$ cat config.mk
export PLATFORM = sky130hd
export DESIGN_NAME = mc_reset_seq
export DESIGN_NICKNAME = d
export VERILOG_FILES = /design/src/mc_pkg.sv /design/src/mc_reset_seq.sv
export SDC_FILE = /design/constraint.sdc
export NUM_CORES = 1
export LEC_CHECK = 0
export BUFFER_PORTS_ARGS = -buffer_cell sky130_fd_sc_hd__buf_2
export CAP_MARGIN = 20
export CORE_AREA = 10 10 47 49
export CTS_CLUSTER_SIZE = 10
export DETAILED_ROUTE_END_ITERATION = 10
export DIE_AREA = 0 0 57 59
export GPL_TIMING_DRIVEN = 0
export PLACE_DENSITY_LB_ADDON = 0.25
export SYNTH_ARGS = -nofsm -noshare
export SYNTH_HDL_FRONTEND = slang
export SYNTH_SLANG_ARGS = --single-unit
$ cat constraint.sdc
create_clock -name clk_i -period 4 [get_ports clk_i]
set_input_delay 0.4 -clock clk_i [delete_from_list [all_inputs] [get_ports clk_i]]
set_output_delay 0.4 -clock clk_i [all_outputs]
set_load 0.01 [all_outputs]
$ cat src/mc_pkg.sv
// ----------------------------------------------------------------------
// shared definitions for the tile endpoint
// data, address, opcode and cycle widths
// opcode values and control-packet addresses
// reset sequencer state encoding
// ----------------------------------------------------------------------

package mc_pkg;

  // payload widths
  typedef logic [31:0] mc_data_t;
  typedef logic [9:0]  mc_addr_t;   // word address
  typedef logic [1:0]  mc_opcode_t;
  typedef logic [31:0] mc_cycle_t;

  // packet opcodes
  localparam mc_opcode_t MC_OP_STORE  = 2'd0;
  localparam mc_opcode_t MC_OP_LOAD   = 2'd1;
  localparam mc_opcode_t MC_OP_AMOADD = 2'd2;  // returns old value
  localparam mc_opcode_t MC_OP_CTRL   = 2'd3;

  // control ops are selected by the packet address
  localparam mc_addr_t MC_CTRL_PRINT_STAT = 10'd0;
  localparam mc_addr_t MC_CTRL_FINISH     = 10'd1;

  // reset sequencer
  typedef enum logic [1:0] {
    SEQ_INIT,   // tag programming
    SEQ_CHAIN,  // done bit moving through the reset flops
    SEQ_RUN
  } mc_seq_state_e;

endpackage

$ cat src/mc_reset_seq.sv
// ----------------------------------------------------------------------
// reset sequencer for the endpoint core
// counts out the tag-programming phase, then releases the core
// through a chain of reset_depth_p flops
// ----------------------------------------------------------------------

`timescale 1ns/100ps

module mc_reset_seq #(
  parameter int init_cycles_p = 16,
  parameter int reset_depth_p = 3
) (
  input  logic clk_i,
  input  logic rst_n_i,
  output logic core_ready_o
);
  import mc_pkg::*;

  localparam int cnt_w_lp = (init_cycles_p > 1) ? $clog2(init_cycles_p) : 1;

  mc_seq_state_e          state_r;
  logic [cnt_w_lp-1:0]    cnt_r;
  logic [reset_depth_p-1:0] chain_r;
  logic                   tag_done;

  assign tag_done = (state_r != SEQ_INIT);

  always_ff @(posedge clk_i or negedge rst_n_i) begin
    if (!rst_n_i) begin
      state_r <= SEQ_INIT;
      cnt_r   <= '0;
    end else begin
      unique case (state_r)
        SEQ_INIT: begin
          cnt_r <= cnt_r + 1'b1;
          if (cnt_r == cnt_w_lp'(init_cycles_p - 1)) state_r <= SEQ_CHAIN;
        end
        SEQ_CHAIN: if (core_ready_o) state_r <= SEQ_RUN;
        SEQ_RUN:   state_r <= SEQ_RUN;   // held until reset
        default:   state_r <= SEQ_INIT;
      endcase
    end
  end

  // done bit shifts toward the release output
  always_ff @(posedge clk_i or negedge rst_n_i) begin
    if (!rst_n_i) begin
      chain_r <= '0;
    end else begin
      chain_r <= (chain_r << 1) | reset_depth_p'(tag_done);
    end
  end

  assign core_ready_o = chain_r[reset_depth_p-1];

endmodule

Yosys cells after proc, flatten, opt, wreduce, memory -nomap -nowiden
Index checks and enable logic that the tools add are counted.

$add $sub $neg: 1. Eq/ne operators: 5. Mux-type cells: 3. Bitwise logic cells: 1. Reduce and logical (&&, ||, !) cells: 3.

Operator list (number): 2-bit case mux with 3 select lines (1); 4-bit by 1-bit adder with 4-bit output (second input constant) (1); 4-bit equality test (second input constant) (1); 2-bit 2-to-1 mux (2); 2-bit inequality test (second input constant) (2); 3-bit by 1-bit OR with 3-bit output (1); 2-bit by 1-bit equality test with 1-bit output (second input constant) (1); 2-bit equality test (second input constant) (1); 2-bit logical NOT (1); 2-bit AND reduction (1); 2-bit nonzero test (1).

Register bits: 9. Input bits: 2. Word-level logic and storage cells: 16.

Depth between registers and ports, before layout
Gate-level depths: netlist of the first run.

Depth after elaboration: 3. Depth in mapped cells: 5.

Least setup slack after synthesis of the first run
OpenSTA, ideal clock, no wires.

Kind: register -> register. Start point: register state_r[0]. End point: register state_r[0]. Library setup time: 0.125 ns. Data arrival time: 1.149 ns. Required time: 3.875 ns. Path slack: 2.726 ns. Cell stages (with the launch flop): 5. Buffers on the path: 0. Period minus slack after synthesis: 1.274 ns. Cells stage by stage: dfrtp_1 -> inv_1 -> ha_1 -> a21oi_2 -> mux2_2.

Longest elaborated chain between the ends: 3. Elaborated cells on any way between the ends: 7. Those cells by class: eq/ne: 4; mux: 1; reduce/logical: 2.

Ends and longest elaborated chain: start, declared (line mc_reset_seq.sv:21) `mc_seq_state_e state_r;`; start signal, assigned (line mc_reset_seq.sv:30) `state_r <= SEQ_INIT;`; start signal, assigned (line mc_reset_seq.sv:36) `if (cnt_r == cnt_w_lp'(init_cycles_p - 1)) state_r <= SEQ_CHAIN;`; start signal, assigned (line mc_reset_seq.sv:38) `SEQ_CHAIN: if (core_ready_o) state_r <= SEQ_RUN;`; 2-bit by 1-bit equality test with 1-bit output / 2-bit logical NOT (equally long branches) (line mc_reset_seq.sv:33) `unique case (state_r)`; 2-bit inequality test (no source line); 2-bit AND reduction (no source line).

Parallel ways exist; a longest one is shown, timed or not. A chain may end at the register's enable or synchronous reset.

Worst setup path in the final report of the first run
Ends and elaborated chain as after synthesis.

==> impl_metrics.csv, run 1 <==
group,metric,value,unit
outcome,status,"finished, final reports clean",
cts,cts_buffers,3,
global_routing,track_usage,0.0369,
die,start_util,0.269,
detailed_routing,vias,214,
sta,max_freq,0.728,GHz
place,gp_congestion,0.632,
power,comb_power_share,0.016,
synthesis,synthCells,27,
place,port_buffers,2,
sta,skew,0.00270,ns
die,rows,14,
detailed_routing,detail_route.iter0.violations,0,
detailed_routing,ant_nets,0,
final_layout,nNetsFinal,41,
sta,slew_violations,0,
cts,cts_tree,"built",
final_layout,drive_above_1_share,0.294,
die,pin_count,3,
power,swShare,0.216,
sta,relSlewSlack,0.820,
cts,insertion_delay,0.27,ns
cts,clk_pin_slew,0.06,ns
power,clock_power_share,0.431,
final_layout,area_growth,17.9,%
cts,cts_sinks,9,
sta,finalHoldViolCount,0,
detailed_routing,dr_wl_met3,46,µm
synthesis,ys_seq_area_frac,0.598,
sta,worst_pin_slew,0.269,ns
detailed_routing,wl,512,µm
global_routing,grt_max_degree,10,
cts,clock-root-buffer,"clkbuf_4",
global_routing,grt_pass1_wl,862,µm
setup_path,critPathArrivalTime,1.52,ns
detailed_routing,routed_via_density,4.28,
detailed_routing,first_pass_iters,1,
detailed_routing,wl_met2,240,µm
detailed_routing,m1WireLength,203,µm
cts,postCtsSetupBuffers,0,
cts,h-tree-depth,1,
power,powerDensity,370,nW/µm²
power,power_leakage,0.211,nW
flow_run,cap_violations,0,
global_routing,overflow,0,
synthesis,ys_ff_latch,9,
synthesis,syn_area,377,µm²
sta,setup-tns-final,0,ns
setup_path,cp_max_fo,6,
cts,ctsHoldBuffers,1,
sta,timing.final.crit_share,0.343,
sta,min_period,1.37,ns
cts,cts_resized,0,
place,post-place-ws,2.63,ns
synthesis,ys_types,11,
synthesis,ys_warn_count,0,
die,core_area,1400,µm²
detailed_routing,routed.top_layer,"met4",
power,seqPwrFrac,0.553,
detailed_routing,drc_errors,0,
die,die_h,59,µm
sta,fin_ws,2.63,ns
power,internal-power,0.129,mW
setup_path,required,4.15,ns
final_layout,fillers,150,
global_routing,grt_pass1_vias,228,
synthesis,synth_nets,33,
global_routing,antenna_found_initial,0,
power,p_switching,0.0356,mW
sta,setup_violations,0,
synthesis,avgSynthCellArea,13.9,µm²
power,ir_drop,0.000145,V
setup_path,cp-start-kind,"register",
hold_path,hold_path.class,"reg -> reg",
sta,rsz0062_at_grt,"false",
detailed_routing,wl_per_cell,10.2,µm
setup_path,cp-end-kind,"register",
final_layout,diodes,0,
cts,ctsLongestPathBuffers,2,
die,die_w,57,µm
die,die-area,3360,µm²
setup_path,crit_type,"reg -> reg",
-- through the flow --
stage	power, mW	utilization	cells	hold slack (ns)	area (µm²)
after detailed placement	0.0948	0.290	45	0.258	407
after global placement	0.0948	0.290	45	0.256	407
after CTS	0.168	0.317	50	0.351	444
final	0.165	0.317	50	0.348	444
after floorplan	0.0927	-	27	0.104	377
after global routing	0.173	0.317	50	0.360	444
-- synth_stat cells, drive strengths merged --
cell,count,share of area
dfrtp,9,0.60
ha,4,0.13
inv,3,0.030
mux2,3,0.090
xnor2,2,0.047
a21oi,1,0.023
nand2,1,0.010
nand3,1,0.013
nand4,1,0.017
nor2b,1,0.017
xor2,1,0.023
-- power by group through the flow --
stage                     Clock, mW  Combinational [mW]  Sequential (mW)
final                        0.0708             0.00270           0.0910
after global routing         0.0789             0.00316           0.0909
after floorplan                   0        0.0000000777           0.0927
after CTS                    0.0740             0.00286           0.0910
after detailed placement          0             0.00212           0.0927
after global placement            0             0.00208           0.0927
-- flip-flops by register name (all words and copies together) (netlist names) --
name / count
cnt_r: 4
state_r: 2
chain_r: 3
-- final cells by class --
type                       instances  area (µm²)  share of cell area
sequential                         9         225               0.507
clock buffer                       3        22.5              0.0507
multi-input combinational         15         140               0.315
inverter                           3        11.3              0.0254
tap                               16        20.0              0.0451
clock inverter                     1        5.00              0.0113
timing repair buffer               3        20.0              0.0451
-- critical path, stage by stage (launching register included) --
cell and delay [ns]:
dfrtp_1 0.36, inv_1 0.07, ha_1 0.29, a21oi_2 0.19, mux2_2 0.35
-- final timing paths --
path,startpoint,to,slack [ns],cells past startpoint
worst min-delay path,chain_r[1]$_DFF_PN0_,chain_r[2]$_DFF_PN0_,0.35,0
worst max-delay path,state_r[0]$_DFFE_PN0P_,state_r[0]$_DFFE_PN0P_,2.63,4
max in group asynchronous,rst_n_i,state_r[0]$_DFFE_PN0P_,3.32,2
min in group asynchronous,rst_n_i,cnt_r[2]$_DFFE_PN0N_,0.51,2
worst max register to register,state_r[0]$_DFFE_PN0P_,state_r[0]$_DFFE_PN0P_,2.63,4
worst min register to register,chain_r[1]$_DFF_PN0_,chain_r[2]$_DFF_PN0_,0.35,0
-- cells by family after synthesis --
group / synth area share
compound gates: 0.0233
xor+xnor: 0.0698
fa+ha+maj: 0.133
buf+inv: 0.0299
flops: 0.598
mux: 0.0897
simple gates: 0.0565
-- layout by cell type (no fill, tap or decap), types with 2 or more instances in the layout --
master / n
ha_1: 4
mux2_2: 3
clkbuf_4: 3
dfrtp_1: 9
buf_2: 2
xnor2_1: 2
inv_1: 3
-- per-layer routing --
metal,up-vias,GRT usage
met3,3,0.0279
met5,-,0
li1,102,-
met4,0,0.0503
met1,103,0.0313
met2,6,0.0481
No activity file was read; power rests on OpenSTA's default activity.
==> run 2, diff against run 1 <==
Clock period 4 ns to 1.3 ns, I/O delays scaled along.
==> impl_metrics.csv, run 2 (synthesis results as in run 1) <==
group,metric,value,unit
outcome,status,"finished, final reports clean",
detailed_routing,wl_per_cell,11.3,µm
cts,cts_tree,"built",
power,clock_power_share,0.431,
place,gp_congestion,0.632,
place,post-place-ws,-0.0742,ns
sta,max_freq,0.781,GHz
detailed_routing,detail_route.iter0.violations,0,
detailed_routing,drc_errors,0,
final_layout,final_core_util,0.388,
global_routing,grt_pass1_vias,265,
global_routing,track_usage,0.0430,
setup_path,crit_type,"reg -> reg",
place,dpl.cell_count,45,
sta,rsz0062_at_grt,"true",
flow_run,cap_violations,0,
sta,timing.final.crit_share,0.985,
die,die_h,59,µm
setup_path,cp_max_fo,3,
setup_path,required,1.45,ns
final_layout,top_regs,"cnt_r (4), chain_r (3), state_r (2)",
global_routing,grt_max_degree,10,
final_layout,instances_no_fill,56,
die,die_w,57,µm
power,internal-power,0.397,mW
detailed_routing,vias,233,
cts,clock-root-buffer,"clkbuf_4",
power,swShare,0.217,
power,p_switching,0.110,mW
sta,slew_violations,0,
global_routing,antenna_found_initial,0,
global_routing,grt_pass1_wl,1040,µm
die,core_area,1400,µm²
place,port_buffers,2,
sta,setup_violations,0,
final_layout,final_cell_mix,"dfrtp_1, buf_4, clkbuf_4",
sta,fin_ws,0.0196,ns
place,dpl_cell_area,407,µm²
cts,clk_pin_slew,0.06,ns
final_layout,area_growth,44.5,%
cts,ctsLongestPathBuffers,2,
setup_path,cp-end-kind,"register",
final_layout,largest_reg_flops,4,
hold_path,hold_path.class,"in -> async",
detailed_routing,routed_via_density,4.16,
final_layout,regMostFlops,"cnt_r",
setup_path,cp-start-kind,"register",
sta,finalHoldViolCount,0,
power,comb_power_share,0.016,
die,rows,14,
final_layout,diodes,0,
sta,relSlewSlack,0.871,
final_layout,drive_above_1_share,0.575,
die,die-area,3360,µm²
sta,min_period,1.28,ns
setup_path,reg2reg_from,"state_r[0]$_DFFE_PN0P_",
setup_path,critPathArrivalTime,1.43,ns
power,powerDensity,931,nW/µm²
global_routing,overflow,0,
cts,insertion_delay,0.27,ns
detailed_routing,first_pass_iters,1,
power,power_leakage,0.246,nW
setup_path,setup.worst_path.start,"state_r[0]$_DFFE_PN0P_",
final_layout,final_common_cell,"dfrtp_1",
sta,worst_pin_slew,0.194,ns
detailed_routing,ant_nets,0,
cts,cts_buffers,3,
sta,skew,0.00283,ns
die,pin_count,3,
cts,cts_sinks,9,
power,ir_drop,0.000457,V
final_layout,nNetsFinal,47,
detailed_routing,wl,634,µm
cts,h-tree-depth,1,
power,seqPwrFrac,0.552,
final_layout,fin_area,544,µm²
die,start_util,0.269,
run 2: changes by cell type in the layout (fill, tap and decap cells not counted), sizes merged:
cell | previous run | this run
buf | 2 | 8
run 2: metal layers:
metal	share of wire	track usage	vias to the layer above
met5	0	0	-
met4	0.033	0.0503	0
met3	0.073	0.0279	3
met2	0.49	0.0589	6
met1	0.41	0.0398	110
li1	-	-	114
run 2: per-stage QoR:
stage / hold slack (ns) / setup TNS [ns] / power, mW
finish: 0.236 / 0 / 0.507
global route: 0.264 / -0.0522 / 0.532
CTS: 0.234 / 0 / 0.517
detailed placement: -0.0124 / -0.145 / 0.292
global placement: -0.0143 / -0.0946 / 0.292
floorplan: -0.166 / 0 / 0.285
run 2: critical path: stages (launching register included):
cell,delay [ns]
dfrtp_1,0.43
ha_4,0.17
nor2b_4,0.12
a21oi_4,0.14
mux2_4,0.31
run 2: final timing paths:
| path | endpoint | slack [ns] | depth (start not counted) |
|---|---|---|---|
| worst max-delay path | state_r[0]$_DFFE_PN0P_ | 0.02 | 4 |
| worst min-delay path | cnt_r[2]$_DFFE_PN0N_ | 0.24 | 2 |
| worst max register to register | state_r[0]$_DFFE_PN0P_ | 0.02 | 4 |
| worst min register to register | chain_r[2]$_DFF_PN0_ | 0.35 | 0 |
| max in group asynchronous | state_r[0]$_DFFE_PN0P_ | 0.89 | 2 |
| min in group clk_i | chain_r[2]$_DFF_PN0_ | 0.35 | 0 |
run 2: cell type report:
type | count | area (µm²)
clock buffers | 3 | 22.5
well taps | 16 | 20.0
fillers | 138 | 857
clock inverters | 1 | 5.00
inverters | 3 | 11.3
multi-input cells | 15 | 195
flip-flops and latches | 9 | 225
repair buffers | 9 | 65.1
run 2: what timing repair did:
item                                   4_1_cts  5_1_grt
pin swaps                                    2        1
setup endpoints to repair                    2        2
hold buffers                                 1        0
setup buffers                                3        3
endpoints found under the hold margin        9        0
gates resized for setup                      9        4
run 2: power groups by stage:
stage	registers, mW	logic [mW]	clock network, mW
after floorplan	0.285	0.0000000777	0
after global placement	0.285	0.00641	0
after detailed placement	0.285	0.00653	0
after CTS	0.280	0.00880	0.228
after global routing	0.280	0.00971	0.243
final	0.280	0.00833	0.219
==> run 3, diff against run 2 <==
Settings changed: CTS_BUF_LIST set to sky130_fd_sc_hd__clkbuf_8 sky130_fd_sc_hd__clkbuf_16.
==> impl_metrics.csv, run 3 (synthesis results as in run 1) <==
group,metric,value,unit
outcome,status,"finished, final reports clean",
power,power,0.614,mW
power,internal-power,0.493,mW
power,power_leakage,0.257,nW
global_routing,track_usage,0.0430,
setup_path,r2r_end,"state_r[0]$_DFFE_PN0P_",
power,seqPwrFrac,0.458,
cts,clk_pin_slew,0.04,ns
detailed_routing,routed_via_density,4.30,
sta,min_period,1.28,ns
setup_path,cp-start-kind,"register",
setup_path,slowest_delay,0.42,ns
setup_path,reg2regPathDepth,4,
setup_path,crit_type,"reg -> reg",
sta,worst_pin_slew,0.195,ns
detailed_routing,first_pass_iters,2,
sta,max_freq,0.782,GHz
sta,setup_violations,0,
setup_path,reg2reg_from,"state_r[0]$_DFFE_PN0P_",
sta,setup-tns-final,0,ns
detailed_routing,ant_nets,0,
global_routing,use_met1,0.0398,
global_routing,grt_pass1_wl,1040,µm
die,core_area,1400,µm²
final_layout,top_regs,"cnt_r (4), chain_r (3), state_r (2)",
detailed_routing,drc_errors,0,
final_layout,final_common_cell,"dfrtp_1",
power,clock_power_share,0.529,
sta,slew_violations,0,
final_layout,regMostFlops,"cnt_r",
setup_path,cp_max_fo,3,
place,port_buffers,2,
final_layout,diodes,0,
place,post-place-ws,-0.0742,ns
final_layout,instances_no_fill,56,
final_layout,final_cell_mix,"dfrtp_1, buf_4, clkbuf_8",
setup_path,cp_slowest_cell,"dfrtp_1",
cts,cts_sinks,9,
die,rows,14,
global_routing,grt_max_degree,10,
cts,insertion_delay,0.23,ns
detailed_routing,wl,643,µm
setup_path,crit_chain,"ha_4 -> nor2b_4 -> a21oi_4 -> mux2_4",
sta,finalHoldViolCount,0,
hold_path,hold_path.class,"in -> async",
cts,clock-root-buffer,"clkbuf_8",
sta,rsz0062_at_grt,"true",
setup_path,required,1.42,ns
power,ir_drop,0.000611,V
die,start_util,0.269,
detailed_routing,vias,241,
detailed_routing,wl_per_cell,11.5,µm
sta,fin_ws,0.0216,ns
cts,cts_tree,"built",
sta,timing.final.crit_share,0.983,
global_routing,grt_pass1_vias,259,
global_routing,globalRouteMet2Util,0.0589,
setup_path,worst-path-buf-inv,0,
die,die_h,59,µm
final_layout,nNetsFinal,47,
cts,cts_buffers,3,
power,p_switching,0.121,mW
final_layout,drive_above_1_share,0.550,
die,die_w,57,µm
power,comb_power_share,0.014,
cts,ctsLongestPathBuffers,2,
final_layout,final_core_util,0.400,
place,dpl.cell_count,45,
power,swShare,0.197,
setup_path,crit_family,"flip-flops",
cts,h-tree-depth,1,
sta,skew,0.000636,ns
final_layout,area_growth,48.8,%
global_routing,overflow,0,
sta,relSlewSlack,0.870,
final_layout,largest_reg_flops,4,
power,powerDensity,1100,nW/µm²
place,gp_congestion,0.632,
global_routing,antenna_found_initial,0,
setup_path,r2r_setup_slack,0.02,ns
global_routing,grt.met3_usage,0.0343,
flow_run,cap_violations,0,
die,die-area,3360,µm²
setup_path,cp-end-kind,"register",
die,pin_count,3,
setup_path,critPathArrivalTime,1.40,ns
global_routing,grt-busiest-layer,"met2",
detailed_routing,detail_route.iter0.violations,1,
run 3: cell types whose count changed in the layout (fill, tap and decap cells not counted):
cell,change
clkbuf_4,-3
clkbuf_8,+3
ha_1,+1
ha_2,-1
run 3: worst register-to-register path, stage by stage (launching register included):
cell,delay [ns]
dfrtp_1,0.42
ha_4,0.17
nor2b_4,0.12
a21oi_4,0.14
mux2_4,0.31
run 3: power groups by stage:
stage	clock, mW	combinational [mW]	sequential (mW)
after floorplan	0	0.0000000777	0.285
after detailed placement	0	0.00653	0.285
after global placement	0	0.00641	0.285
after global routing	0.353	0.00971	0.281
after CTS	0.336	0.00880	0.281
final	0.325	0.00835	0.281
run 3: worst max path at each step:
| stage | startpoint | slack, ns | end | cells past startpoint |
|---|---|---|---|---|
| global route | cnt_r[1]$_DFFE_PN0N_ | -0.04 | state_r[1]$_DFFE_PN0P_ | 4 |
| CTS | cnt_r[0]$_DFFE_PN0N_ | 0.003 | state_r[0]$_DFFE_PN0P_ | 4 |
| finish | state_r[0]$_DFFE_PN0P_ | 0.02 | state_r[0]$_DFFE_PN0P_ | 4 |
| detailed placement | state_r[0]$_DFFE_PN0P_ | -0.07 | state_r[0]$_DFFE_PN0P_ | 4 |
| floorplan | state_r[0]$_DFFE_PN0P_ | 0.03 | state_r[0]$_DFFE_PN0P_ | 4 |
| global placement | state_r[0]$_DFFE_PN0P_ | -0.05 | state_r[1]$_DFFE_PN0P_ | 4 |
run 3: area by class of cell:
cell class	instances	area, µm²
tap	16	20.0
timing repair buffer	9	65.1
fill	137	841
inverter	3	11.3
clock buffer	3	41.3
multi-input combinational	15	193
clock inverter	1	5.00
sequential	9	225
run 3: per-layer routing:
layer	vias to the layer above	routed length (µm)	part of all wire
met2	6	309	0.48
met4	0	21	0.033
met1	118	261	0.41
met3	2	50	0.078
met5	-	0	0
li1	115	-	-
run 3: timing repair:
item	CTS	global route
endpoints found under the setup margin	2	2
hold buffers	1	0
endpoints found under the hold margin	9	0
pin swaps	2	1
setup buffers	2	4
resized for setup	9	3
run 3: metrics by stage:
step / area, µm² / hold slack, ns
after global placement: 407 / -0.0143
after floorplan: 377 / -0.166
after detailed placement: 407 / -0.0124
after CTS: 515 / 0.272
after global routing: 561 / 0.303
final: 561 / 0.272
