[src/mc_pkg.sv]
// ----------------------------------------------------------------------
// shared definitions for the tile endpoint
// data, address, opcode and cycle widths
// opcode values and control-packet addresses
// reset sequencer state encoding
// ----------------------------------------------------------------------

package mc_pkg;

  // payload widths
  typedef logic [31:0] mc_data_t;
  typedef logic [9:0]  mc_addr_t;   // word address
  typedef logic [1:0]  mc_opcode_t;
  typedef logic [31:0] mc_cycle_t;

  // packet opcodes
  localparam mc_opcode_t MC_OP_STORE  = 2'd0;
  localparam mc_opcode_t MC_OP_LOAD   = 2'd1;
  localparam mc_opcode_t MC_OP_AMOADD = 2'd2;  // returns old value
  localparam mc_opcode_t MC_OP_CTRL   = 2'd3;

  // control ops are selected by the packet address
  localparam mc_addr_t MC_CTRL_PRINT_STAT = 10'd0;
  localparam mc_addr_t MC_CTRL_FINISH     = 10'd1;

  // reset sequencer
  typedef enum logic [1:0] {
    SEQ_INIT,   // tag programming
    SEQ_CHAIN,  // done bit moving through the reset flops
    SEQ_RUN
  } mc_seq_state_e;

endpackage

[src/mc_op_if.sv]
// ----------------------------------------------------------------------
// one operation slot passed between pipeline stages
// src modport drives the slot, dst modport receives it
// ----------------------------------------------------------------------

`timescale 1ns/100ps

interface mc_op_if;
  import mc_pkg::*;

  logic       v;
  mc_opcode_t op;
  mc_addr_t   addr;
  mc_data_t   data;   // operand, or result after execute

  modport src (
    output v,
    output op,
    output addr,
    output data
  );

  modport dst (
    input v,
    input op,
    input addr,
    input data
  );

endinterface

[src/mc_packet_decode.sv]
// ----------------------------------------------------------------------
// packet decode stage
// samples host packets once the core is released
// control packets with an unknown address become empty slots
// ----------------------------------------------------------------------

`timescale 1ns/100ps

module mc_packet_decode (
  input  logic               clk_i,
  input  logic               rst_n_i,
  input  logic               core_ready_i,
  input  logic               pkt_v_i,
  input  mc_pkg::mc_opcode_t pkt_op_i,
  input  mc_pkg::mc_addr_t   pkt_addr_i,
  input  mc_pkg::mc_data_t   pkt_data_i,
  mc_op_if.src               op_o
);
  import mc_pkg::*;

  logic is_ctrl;
  logic ctrl_known;
  logic accept;

  assign is_ctrl    = (pkt_op_i == MC_OP_CTRL);
  assign ctrl_known = (pkt_addr_i == MC_CTRL_PRINT_STAT)
                   || (pkt_addr_i == MC_CTRL_FINISH);

  // drop everything before release
  assign accept = pkt_v_i && core_ready_i && (!is_ctrl || ctrl_known);

  always_ff @(posedge clk_i or negedge rst_n_i) begin
    if (!rst_n_i) begin
      op_o.v <= 1'b0;
    end else begin
      op_o.v <= accept;
    end
  end

  // slot fields qualified by v
  always_ff @(posedge clk_i) begin
    if (pkt_v_i) begin
      op_o.op   <= pkt_op_i;
      op_o.addr <= pkt_addr_i;
      op_o.data <= pkt_data_i;
    end
  end

endmodule

[src/flat_wrapper.sv]
// flat-port wrapper written by rule: the top's interface ports become plain ports
module mc_packet_decode_flat import mc_pkg::*;
  (clk_i, rst_n_i, core_ready_i, pkt_v_i, pkt_op_i, pkt_addr_i, pkt_data_i, op_o_v, op_o_op, op_o_addr, op_o_data);
  mc_op_if op_o_i ();
  input  logic clk_i;
  input  logic rst_n_i;
  input  logic core_ready_i;
  input  logic pkt_v_i;
  input  mc_pkg::mc_opcode_t pkt_op_i;
  input  mc_pkg::mc_addr_t pkt_addr_i;
  input  mc_pkg::mc_data_t pkt_data_i;
  output wire logic [$bits(op_o_i.v)-1:0] op_o_v;
  output wire logic [$bits(op_o_i.op)-1:0] op_o_op;
  output wire logic [$bits(op_o_i.addr)-1:0] op_o_addr;
  output wire logic [$bits(op_o_i.data)-1:0] op_o_data;
  assign op_o_v = op_o_i.v;
  assign op_o_op = op_o_i.op;
  assign op_o_addr = op_o_i.addr;
  assign op_o_data = op_o_i.data;
  mc_packet_decode u_core (.clk_i(clk_i), .rst_n_i(rst_n_i), .core_ready_i(core_ready_i), .pkt_v_i(pkt_v_i), .pkt_op_i(pkt_op_i), .pkt_addr_i(pkt_addr_i), .pkt_data_i(pkt_data_i), .op_o(op_o_i));
endmodule
[config.mk]
export PLATFORM = sky130hd
export DESIGN_NAME = mc_packet_decode_flat
export DESIGN_NICKNAME = d
export VERILOG_FILES = /design/src/mc_pkg.sv /design/src/mc_op_if.sv /design/src/mc_packet_decode.sv /design/src/flat_wrapper.sv
export SDC_FILE = /design/constraint.sdc
export NUM_CORES = 1
export LEC_CHECK = 0
export BUFFER_PORTS_ARGS = -buffer_cell sky130_fd_sc_hd__clkbuf_2
export CAP_MARGIN = 20
export CORE_MARGIN = 4
export CORE_UTILIZATION = 36
export DETAILED_ROUTE_END_ITERATION = 8
export PLACE_DENSITY = 0.73
export SETUP_SLACK_MARGIN = 0.02
export SLEW_MARGIN = 40
export SYNTH_ARGS = -nofsm -noshare
export SYNTH_HDL_FRONTEND = slang
export SYNTH_SLANG_ARGS = --single-unit
export TNS_END_PERCENT = 5
[constraint.sdc]
create_clock -name clk_i -period 0.8 [get_ports clk_i]
set_clock_uncertainty 0.15 [all_clocks]
set_input_delay 0.04 -clock clk_i [delete_from_list [all_inputs] [get_ports clk_i]]
set_output_delay 0.04 -clock clk_i [all_outputs]
set_load 0.05 [all_outputs]
## Yosys cells after proc, flatten, opt, wreduce, memory -nomap -nowiden

Cells that the tools add are included.

- Reductions and logical operators: 6
- Eq/ne operators: 2

Operators with widths:

| kind | number |
|---|---|
| $eq A10 B1 Y1 const B | 1 |
| $logic_not A10 Y1 | 1 |
| $eq A2 B2 Y1 const B | 1 |
| $logic_and A1 B1 Y1 | 2 |
| $logic_or A1 B1 Y1 | 2 |
| $logic_not A1 Y1 | 1 |

- Output and inout port bits: 45
- Flip-flop bits (word level): 45

## Longest topological paths before layout

Gate-level depths: netlist of run 1.

- Depth in word-level cells: 4
- Depth in mapped cells: 3

## Least setup slack after synthesis of run 1

OpenSTA, ideal clock, no wires.

- Path kind: reg-to-output
- Start point: reg u_core.op_o.addr[0]
- End point: out op_o_addr[0]
- Buffers on the path: 0
- Stages on the path, launching flop included: 1
- Arrival: 0.601 ns
- Path slack: 0.009 ns
- Data required time: 0.610 ns
- Path through: edfxtp_1

RTL lines:

| element | RTL line | text |
|---|---|---|
| start: declaration | mc_op_if.sv:19 | `output addr,` |
| start signal: assignment | mc_packet_decode.sv:44 | `op_o.addr <= pkt_addr_i;` |
| end: declaration | flat_wrapper.sv:14 | `output wire logic [$bits(op_o_i.addr)-1:0] op_o_addr;` |

No word-level cell between the ends.

## Final worst setup path of run 1

- Start point: reg u_core.op_o.addr[8]
- End point: out op_o_addr[8]

No word-level cell between the ends.

==> impl_metrics.json, run 1 <==
{
  "outcome": "finished, violations left",
  "failed_checks": "negative hold slack, negative setup slack",
  "wl_per_cell_um": 17.8,
  "yosys_register_bits": 45,
  "core_area_sq_um": 3690,
  "min_period_ns": 1.10,
  "drt-total-wl_mm": 4.23,
  "cts_made_buffers": 5,
  "grt.total_usage": 0.177,
  "drive_above_1_share": 0.537,
  "clock_path_buffers": 2,
  "io-pin-count": 93,
  "multiInputGateArea_sq_um": 40.0,
  "syn_area_sq_um": 1390,
  "cts.sinks": 45,
  "hpwl_mm": 2.26,
  "cellPowerDensity_nw_per_um2": 2100,
  "yosysMostFrequentCell": "edfxtp_1",
  "dpl_worst_slack_ns": -0.0723,
  "wl_met2_mm": 2.27,
  "ant_nets": 0,
  "critPathArrivalTime_ns": 0.91,
  "yosysUniqueCellTypes": 7,
  "cts_root_buf": "clkbuf_8",
  "crit_buf_inv": 1,
  "ir_drop_mv": 1.73,
  "final_cells": 238,
  "yosysWarnings": 0,
  "rsz0062_at_grt": "yes",
  "area_growth_pct": 106,
  "port_buffers": 92,
  "min_path_type": "input pin to flip-flop",
  "antenna_found_initial": 0,
  "crit_family": "flip-flops",
  "cp_slowest_cell": "edfxtp_1",
  "layout.area.seq_sq_um": 1350,
  "nFillCells": 209,
  "finalHoldViolCount": 16,
  "firstDrtPassIters": 4,
  "syn_nets": 99,
  "grt_pass1_vias": 1247,
  "fin_ws_ns": -0.304,
  "holdWs_ns": -0.212,
  "wl_met3_um": 493,
  "tightest_slew_ns": 0.220,
  "tritoncts": "yes",
  "first_iter_violations": 33,
  "crit_type": "flip-flop to primary output",
  "synth_enable_flop_cells": 44,
  "nNetsFinal": 237,
  "h-tree-depth": 2,
  "placed_area_sq_um": 1950,
  "slowest_delay_ns": 0.44,
  "place_inst": 193,
  "worstPathMaxFanout": 1,
  "worst_setup_path_end_kind": "primary output",
  "ys_seq_area_frac": 0.971,
  "setup_viol": 49,
  "num_rows": 22,
  "overflow": 0,
  "synthTopCellsByCount": "edfxtp_1 (44), nor3_1 (2)",
  "final_max_slew_viol_count": 0,
  "drt-met1-wl_mm": 1.42,
  "synthTopCellsByArea": "edfxtp_1 (95%), dfrtp_1 (1.8%), nor4_2 (0.90%), nor3_1 (0.72%), a31o_1 (0.63%)",
  "drc_errors": 0,
  "top_layer": "met4",
  "relSlewSlack": 0.852,
  "via_count": 1082,
  "die_h_um": 70.1,
  "yosys.area.top_type_share": 0.953,
  "period_share": 1.38,
  "crit_path_start_kind": "flip-flop",
  "maxCapViolations": 0,
  "synthCells": 51,
  "final_cell_area_sq_um": 2860,
  "vias_per_cell": 4.55,
  "yosysTopAreaCell": "edfxtp_1",
  "dieArea_sq_um": 4910,
  "grt_max_degree": 29,
  "crit_chain": "buf_8",
  "p_leak_nw": 1.26,
  "synthFlopType": "edfxtp_1",
  "die_w_um": 70.1,
  "cp_data_required_time_ns": 0.61,
  "start_util": 0.376,
  "grt_pass1_wl_mm": 6.44,
  "synth-async-reset-ratio": 0.0222,
  "antennaDiodeCount": 0,
  "routabilityCongestion": 0.727,
  "clock.fmax_mhz": 906,
  "clkSlewWorstSetupHoldPaths_ns": 0.08,
  "synth_area_per_cell_sq_um": 27.2
}
-- power breakdown --
part           switching, mW  internal [mW]
clock                  0.703          0.926
combinational          0.843          0.649
sequential             0.108           2.80
total                   1.65           4.37
-- layout make-up --
| class | count | area share |
|---|---|---|
| clock inverters | 2 | 0.0122 |
| flip-flops and latches | 45 | 0.470 |
| clock buffers | 6 | 0.0253 |
| well taps | 48 | 0.0210 |
| repair buffers | 131 | 0.457 |
| multi-input cells | 6 | 0.0140 |
-- sequential cells by signal (all words and copies together) (netlist names) --
signal	flops
u_core.op_o.v	1
u_core.op_o.addr	10
u_core.op_o.op	2
u_core.op_o.data	32
-- through the flow --
| stage | TNS (ns) | util | total power [mW] |
|---|---|---|---|
| floorplan | 0 | - | 3.55 |
| global placement | -1.49 | 0.528 | 3.89 |
| detailed placement | -2.34 | 0.528 | 3.91 |
| CTS | -11.94 | 0.756 | 5.96 |
| global route | -14.11 | 0.776 | 6.29 |
| finish | -12.05 | 0.776 | 6.03 |
-- repair_timing --
item | CTS | global route
hold buffers | 34 | 3
endpoints found under the hold margin | 46 | 19
resized for setup | 90 | 29
buffers inserted | 0 | 0
setup endpoints to repair | 45 | 51
cloned | 0 | 0
-- cells in the final DEF, fill, tap and decap left out, drive strengths merged --
master         n
clkbuf        75
edfxtp        44
dlygate4sd3   31
buf           25
dlymetal6s4s   6
nor3           2
nor4           1
nand2          1
a21oi          1
a31o           1
clkinv         1
bufinv         1
dfrtp          1
-- layer usage --
| layer | global-route usage | up-vias |
|---|---|---|
| met5 | 0 | - |
| met1 | 0.184 | 526 |
| met2 | 0.305 | 67 |
| li1 | - | 483 |
| met3 | 0.0964 | 6 |
| met4 | 0.0511 | 0 |
-- logic make-up (layout without fill, tap and decap cells) --
logic type | count (synthesis) | after routing | share of synthesized area
AND/OR/NAND/NOR | 4 | 4 | 0.0189
flip-flops | 45 | 45 | 0.971
AO/OA/AOI/OAI | 2 | 2 | 0.00993
buffers and inverters | 0 | 139 | 0
-- path summary, 6_finish.rpt --
| path | cells past startpoint | start | end | slack, ns |
|---|---|---|---|---|
| setup / recovery | 1 | u_core.op_o.addr[8]$_DFFE_PP_ | op_o_addr[8] | -0.30 |
| hold / removal | 1 | pkt_addr_i[7] | u_core.op_o.addr[7]$_DFFE_PP_ | -0.21 |
| max in group asynchronous | 2 | rst_n_i | u_core.op_o.v$_DFF_PN0_ | 0.47 |
| min in group asynchronous | 2 | rst_n_i | u_core.op_o.v$_DFF_PN0_ | -0.06 |
Note: power is estimated with default switching activity, not from simulation.
==> run 2: changes to the inputs <==
- MAX_ROUTING_LAYER: not set -> met4
==> impl_metrics.json, run 2 (synthesis gave the netlist of run 1 again) <==
{
  "routabilityCongestion": 0.735,
  "outcome": "finished, violations left",
  "drt-met1-wl_mm": 1.47,
  "vias_per_cell": 4.55,
  "cp.depth": 1,
  "cts_made_buffers": 5,
  "holdWs_ns": -0.216,
  "wl_met2_mm": 2.25,
  "die_h_um": 70.1,
  "crit_type": "flip-flop to primary output",
  "relSlewSlack": 0.851,
  "final_cell_area_sq_um": 2870,
  "p_leak_nw": 1.26,
  "min_period_ns": 1.11,
  "cp-endpoint": "op_o_addr[8]",
  "core_area_sq_um": 3690,
  "clock.fmax_mhz": 899,
  "first_iter_violations": 30,
  "tritoncts": "yes",
  "io-pin-count": 93,
  "cp_data_required_time_ns": 0.61,
  "crit_path_start": "u_core.op_o.addr[8]$_DFFE_PP_",
  "grt_pass1_wl_mm": 6.42,
  "tightest_slew_ns": 0.222,
  "cp_slowest_cell": "edfxtp_1",
  "drt-total-wl_mm": 4.28,
  "final_common_cell": "clkbuf_2",
  "area_growth_pct": 107,
  "crit_chain": "buf_8",
  "failed_checks": "negative hold slack, negative setup slack",
  "cts_root_buf": "clkbuf_8",
  "worst_setup_path_end_kind": "primary output",
  "holdPathStages": 1,
  "crit_buf_inv": 1,
  "critPathArrivalTime_ns": 0.92,
  "num_rows": 22,
  "ir_drop_mv": 1.74,
  "nNetsFinal": 238,
  "overflow": 0,
  "drc_errors": 0,
  "antenna_found_initial": 0,
  "crit_family": "flip-flops",
  "regMostFlops": "u_core.op_o.data",
  "period_share": 1.39,
  "port_buffers": 92,
  "clkSlewWorstSetupHoldPaths_ns": 0.09,
  "worstPathMaxFanout": 1,
  "finalHoldViolCount": 15,
  "final_cell_mix": "clkbuf_2 (47), edfxtp_1 (44), dlygate4sd3_1 (32)",
  "grt.total_usage": 0.183,
  "placed_area_sq_um": 1950,
  "rsz0062_at_grt": "yes",
  "firstDrtPassIters": 2,
  "top_layer": "met4",
  "slowest_delay_ns": 0.44,
  "top_regs": "u_core.op_o.data x32, u_core.op_o.addr x10, u_core.op_o.op x2",
  "ant_nets": 0,
  "nFillCells": 208,
  "wl_met3_um": 489,
  "postCtsSetupRepairBufs": 0,
  "drive_above_1_share": 0.534,
  "crit_path_start_kind": "flip-flop",
  "grt_pass1_vias": 1253,
  "grt_max_degree": 29,
  "cellPowerDensity_nw_per_um2": 2110,
  "setup_viol": 49,
  "wl_per_cell_um": 17.9,
  "dieArea_sq_um": 4910,
  "fin_util": 0.779,
  "p_total_mw": 6.05,
  "via_count": 1088,
  "antennaDiodeCount": 0,
  "min_path_type": "input pin to flip-flop",
  "clock_path_buffers": 2,
  "die_w_um": 70.1,
  "hpwl_mm": 2.26,
  "fin_ws_ns": -0.313,
  "h-tree-depth": 2,
  "final_max_slew_viol_count": 0,
  "cts.sinks": 45,
  "start_util": 0.376,
  "largest_reg_flops": 32,
  "maxCapViolations": 0
}
[run 2: cell types whose count changed in the layout (fill, tap and decap cells not counted), sizes merged]
cell         delta
dlygate4sd3     +1
[run 2: repair_timing]
| item | CTS | global route |
|---|---|---|
| gates resized for setup | 90 | 29 |
| hold buffers | 34 | 4 |
| endpoints found under the setup margin | 45 | 51 |
| cloned | 0 | 0 |
| endpoints found under the hold margin | 46 | 19 |
[run 2: where the power goes]
group          leakage (nW)  internal [mW]  switching, mW
clock network        0.0552          0.926          0.725
logic                 0.764          0.652          0.846
registers             0.444           2.80          0.107
total                  1.26           4.37           1.68
[run 2: layer usage]
metal | up-vias | GRT usage
met1 | 526 | 0.192
met3 | 7 | 0.0878
met2 | 70 | 0.305
li1 | 485 | -
met4 | 0 | 0.0511
met5 | - | -
[run 2: layout make-up]
type | count | area [sq um] | area share
flip-flops and latches | 45 | 1350 | 0.469
clock inverters | 2 | 35.0 | 0.0122
multi-input cells | 6 | 40.0 | 0.0139
repair buffers | 132 | 1320 | 0.459
clock buffers | 6 | 72.6 | 0.0253
well taps | 48 | 60.1 | 0.0209
[run 2: through the flow]
step,setup slack [ns],instances,TNS [ns],hold slack [ns]
final,-0.313,239,-12.26,-0.216
after global routing,-0.366,239,-14.10,-0.231
after CTS,-0.297,235,-11.94,-0.217
after detailed placement,-0.0723,193,-2.34,-0.331
after global placement,-0.0536,193,-1.49,-0.334
after floorplan,0.00939,51,0,-0.406
[run 2: how the worst min path moves through the flow]
stage                              from                             to
after detailed placement        rst_n_i        u_core.op_o.v$_DFF_PN0_
after CTS                 pkt_addr_i[7]  u_core.op_o.addr[7]$_DFFE_PP_
final                     pkt_addr_i[7]  u_core.op_o.addr[7]$_DFFE_PP_
after global routing      pkt_addr_i[7]  u_core.op_o.addr[7]$_DFFE_PP_
after global placement          rst_n_i        u_core.op_o.v$_DFF_PN0_
after floorplan                 rst_n_i        u_core.op_o.v$_DFF_PN0_
==> run 3: changes to the inputs <==
- PLACE_DENSITY: 0.73 -> 0.79
==> impl_metrics.json, run 3 (synthesis gave the netlist of run 1 again) <==
{
  "outcome": "finished, violations left",
  "top_regs": "u_core.op_o.data x32, u_core.op_o.addr x10, u_core.op_o.op x2",
  "tightest_slew_ns": 0.230,
  "grt.total_usage": 0.155,
  "grt_max_degree": 33,
  "cellPowerDensity_nw_per_um2": 2020,
  "rsz0062_at_grt": "yes",
  "layout.area.seq_sq_um": 1350,
  "num_rows": 22,
  "die_h_um": 70.1,
  "setup_viol": 45,
  "start_util": 0.376,
  "routabilityCongestion": 0.735,
  "grt_pass1_vias": 1140,
  "drc_errors": 0,
  "firstDrtPassIters": 2,
  "cts.sinks": 45,
  "tritoncts": "yes",
  "dpl_worst_slack_ns": -0.0789,
  "vias_per_cell": 4.27,
  "largest_reg_flops": 32,
  "crit_type": "flip-flop to primary output",
  "crit_chain": "buf_8",
  "final_common_cell": "clkbuf_2",
  "antennaDiodeCount": 0,
  "cts_root_buf": "clkbuf_8",
  "slowest_delay_ns": 0.42,
  "postCtsSetupRepairBufs": 0,
  "dieArea_sq_um": 4910,
  "failed_checks": "negative hold slack, negative setup slack",
  "cts_made_buffers": 5,
  "area_growth_pct": 102,
  "place_inst": 194,
  "ant_nets": 0,
  "maxCapViolations": 0,
  "cp_slowest_cell": "edfxtp_1",
  "cts-hold-fix-buffers": 34,
  "crit_family": "flip-flops",
  "via_count": 1008,
  "period_share": 1.34,
  "relSlewSlack": 0.845,
  "port_buffers": 92,
  "clkSlewWorstSetupHoldPaths_ns": 0.08,
  "io-pin-count": 93,
  "clock_path_buffers": 2,
  "first_iter_violations": 48,
  "multiInputGateArea_sq_um": 40.0,
  "worstPathMaxFanout": 1,
  "hold_end": "u_core.op_o.addr[5]$_DFFE_PP_",
  "fin_ws_ns": -0.275,
  "cp_data_required_time_ns": 0.61,
  "grt_pass1_wl_mm": 5.56,
  "final_cell_mix": "clkbuf_2 (46), edfxtp_1 (44), clkbuf_8 (38)",
  "h-tree-depth": 2,
  "critPathArrivalTime_ns": 0.89,
  "min_from": "pkt_addr_i[5]",
  "ir_drop_mv": 1.41,
  "crit_buf_inv": 1,
  "holdPathStages": 1,
  "placed_area_sq_um": 1940,
  "wl_per_cell_um": 14.6,
  "crit_path_start": "u_core.op_o.data[28]$_DFFE_PP_",
  "final_cells": 236,
  "clock.fmax_mhz": 930,
  "final_max_slew_viol_count": 0,
  "drive_above_1_share": 0.553,
  "holdWs_ns": -0.205,
  "die_w_um": 70.1,
  "p_total_mw": 5.65,
  "finalHoldViolCount": 21,
  "worst_setup_path_end_kind": "primary output",
  "overflow": 0,
  "crit_path_start_kind": "flip-flop",
  "nNetsFinal": 235,
  "min_period_ns": 1.08,
  "core_area_sq_um": 3690,
  "min_path_type": "input pin to flip-flop",
  "nFillCells": 233,
  "antenna_found_initial": 0,
  "drt-total-wl_mm": 3.44,
  "final_cell_area_sq_um": 2800,
  "p_leak_nw": 1.24,
  "regMostFlops": "u_core.op_o.data"
}
run 3: cell types whose count changed in the layout (fill, tap and decap cells not counted), sizes merged:
cell | previous run | this run
bufinv | 1 | 0
clkinvlp | 0 | 3
dlygate4sd3 | 32 | 26
clkinv | 1 | 0
buf | 25 | 16
dlymetal6s4s | 6 | 8
clkbuf | 75 | 84
run 3: worst max-delay path by stage:
stage	endpoint	depth (start not counted)	slack [ns]
CTS	op_o_addr[4]	1	-0.29
global route	op_o_data[28]	1	-0.33
floorplan	op_o_addr[0]	0	0.009
detailed placement	u_core.op_o.data[19]$_DFFE_PP_	2	-0.08
global placement	u_core.op_o.data[3]$_DFFE_PP_	2	-0.07
finish	op_o_data[28]	1	-0.28
run 3: what timing repair did:
item                       4_1_cts  5_1_grt
gates resized for setup         90       21
hold endpoints to repair        46       20
setup endpoints to repair       45       53
run 3: area by class of cell:
| cell class | count | share of cell area |
|---|---|---|
| clock buffers | 5 | 0.0246 |
| clock inverters | 3 | 0.00804 |
| multi-input cells | 6 | 0.0143 |
| flip-flops and latches | 45 | 0.480 |
| well taps | 48 | 0.0214 |
| repair buffers | 129 | 0.451 |
run 3: layer usage:
layer / vias up / GRT usage / share of wire
li1: 476 / - / -
met1: 474 / 0.155 / 0.33
met2: 56 / 0.289 / 0.60
met3: 2 / 0.0403 / 0.065
met4: 0 / 0.0511 / 0.0038
met5: - / - / 0
run 3: report_power, final:
part	leakage, nW	internal (mW)	switching [mW]
clock	0.0364	0.611	0.720
combinational	0.763	0.618	0.820
sequential	0.444	2.79	0.0875
run 3: per-stage QoR:
step                      TNS (ns)  utilization
after floorplan                  0            -
after global placement       -2.48        0.526
after detailed placement     -2.79        0.526
after CTS                   -12.01        0.750
after global routing        -13.07        0.760
final                       -11.29        0.760
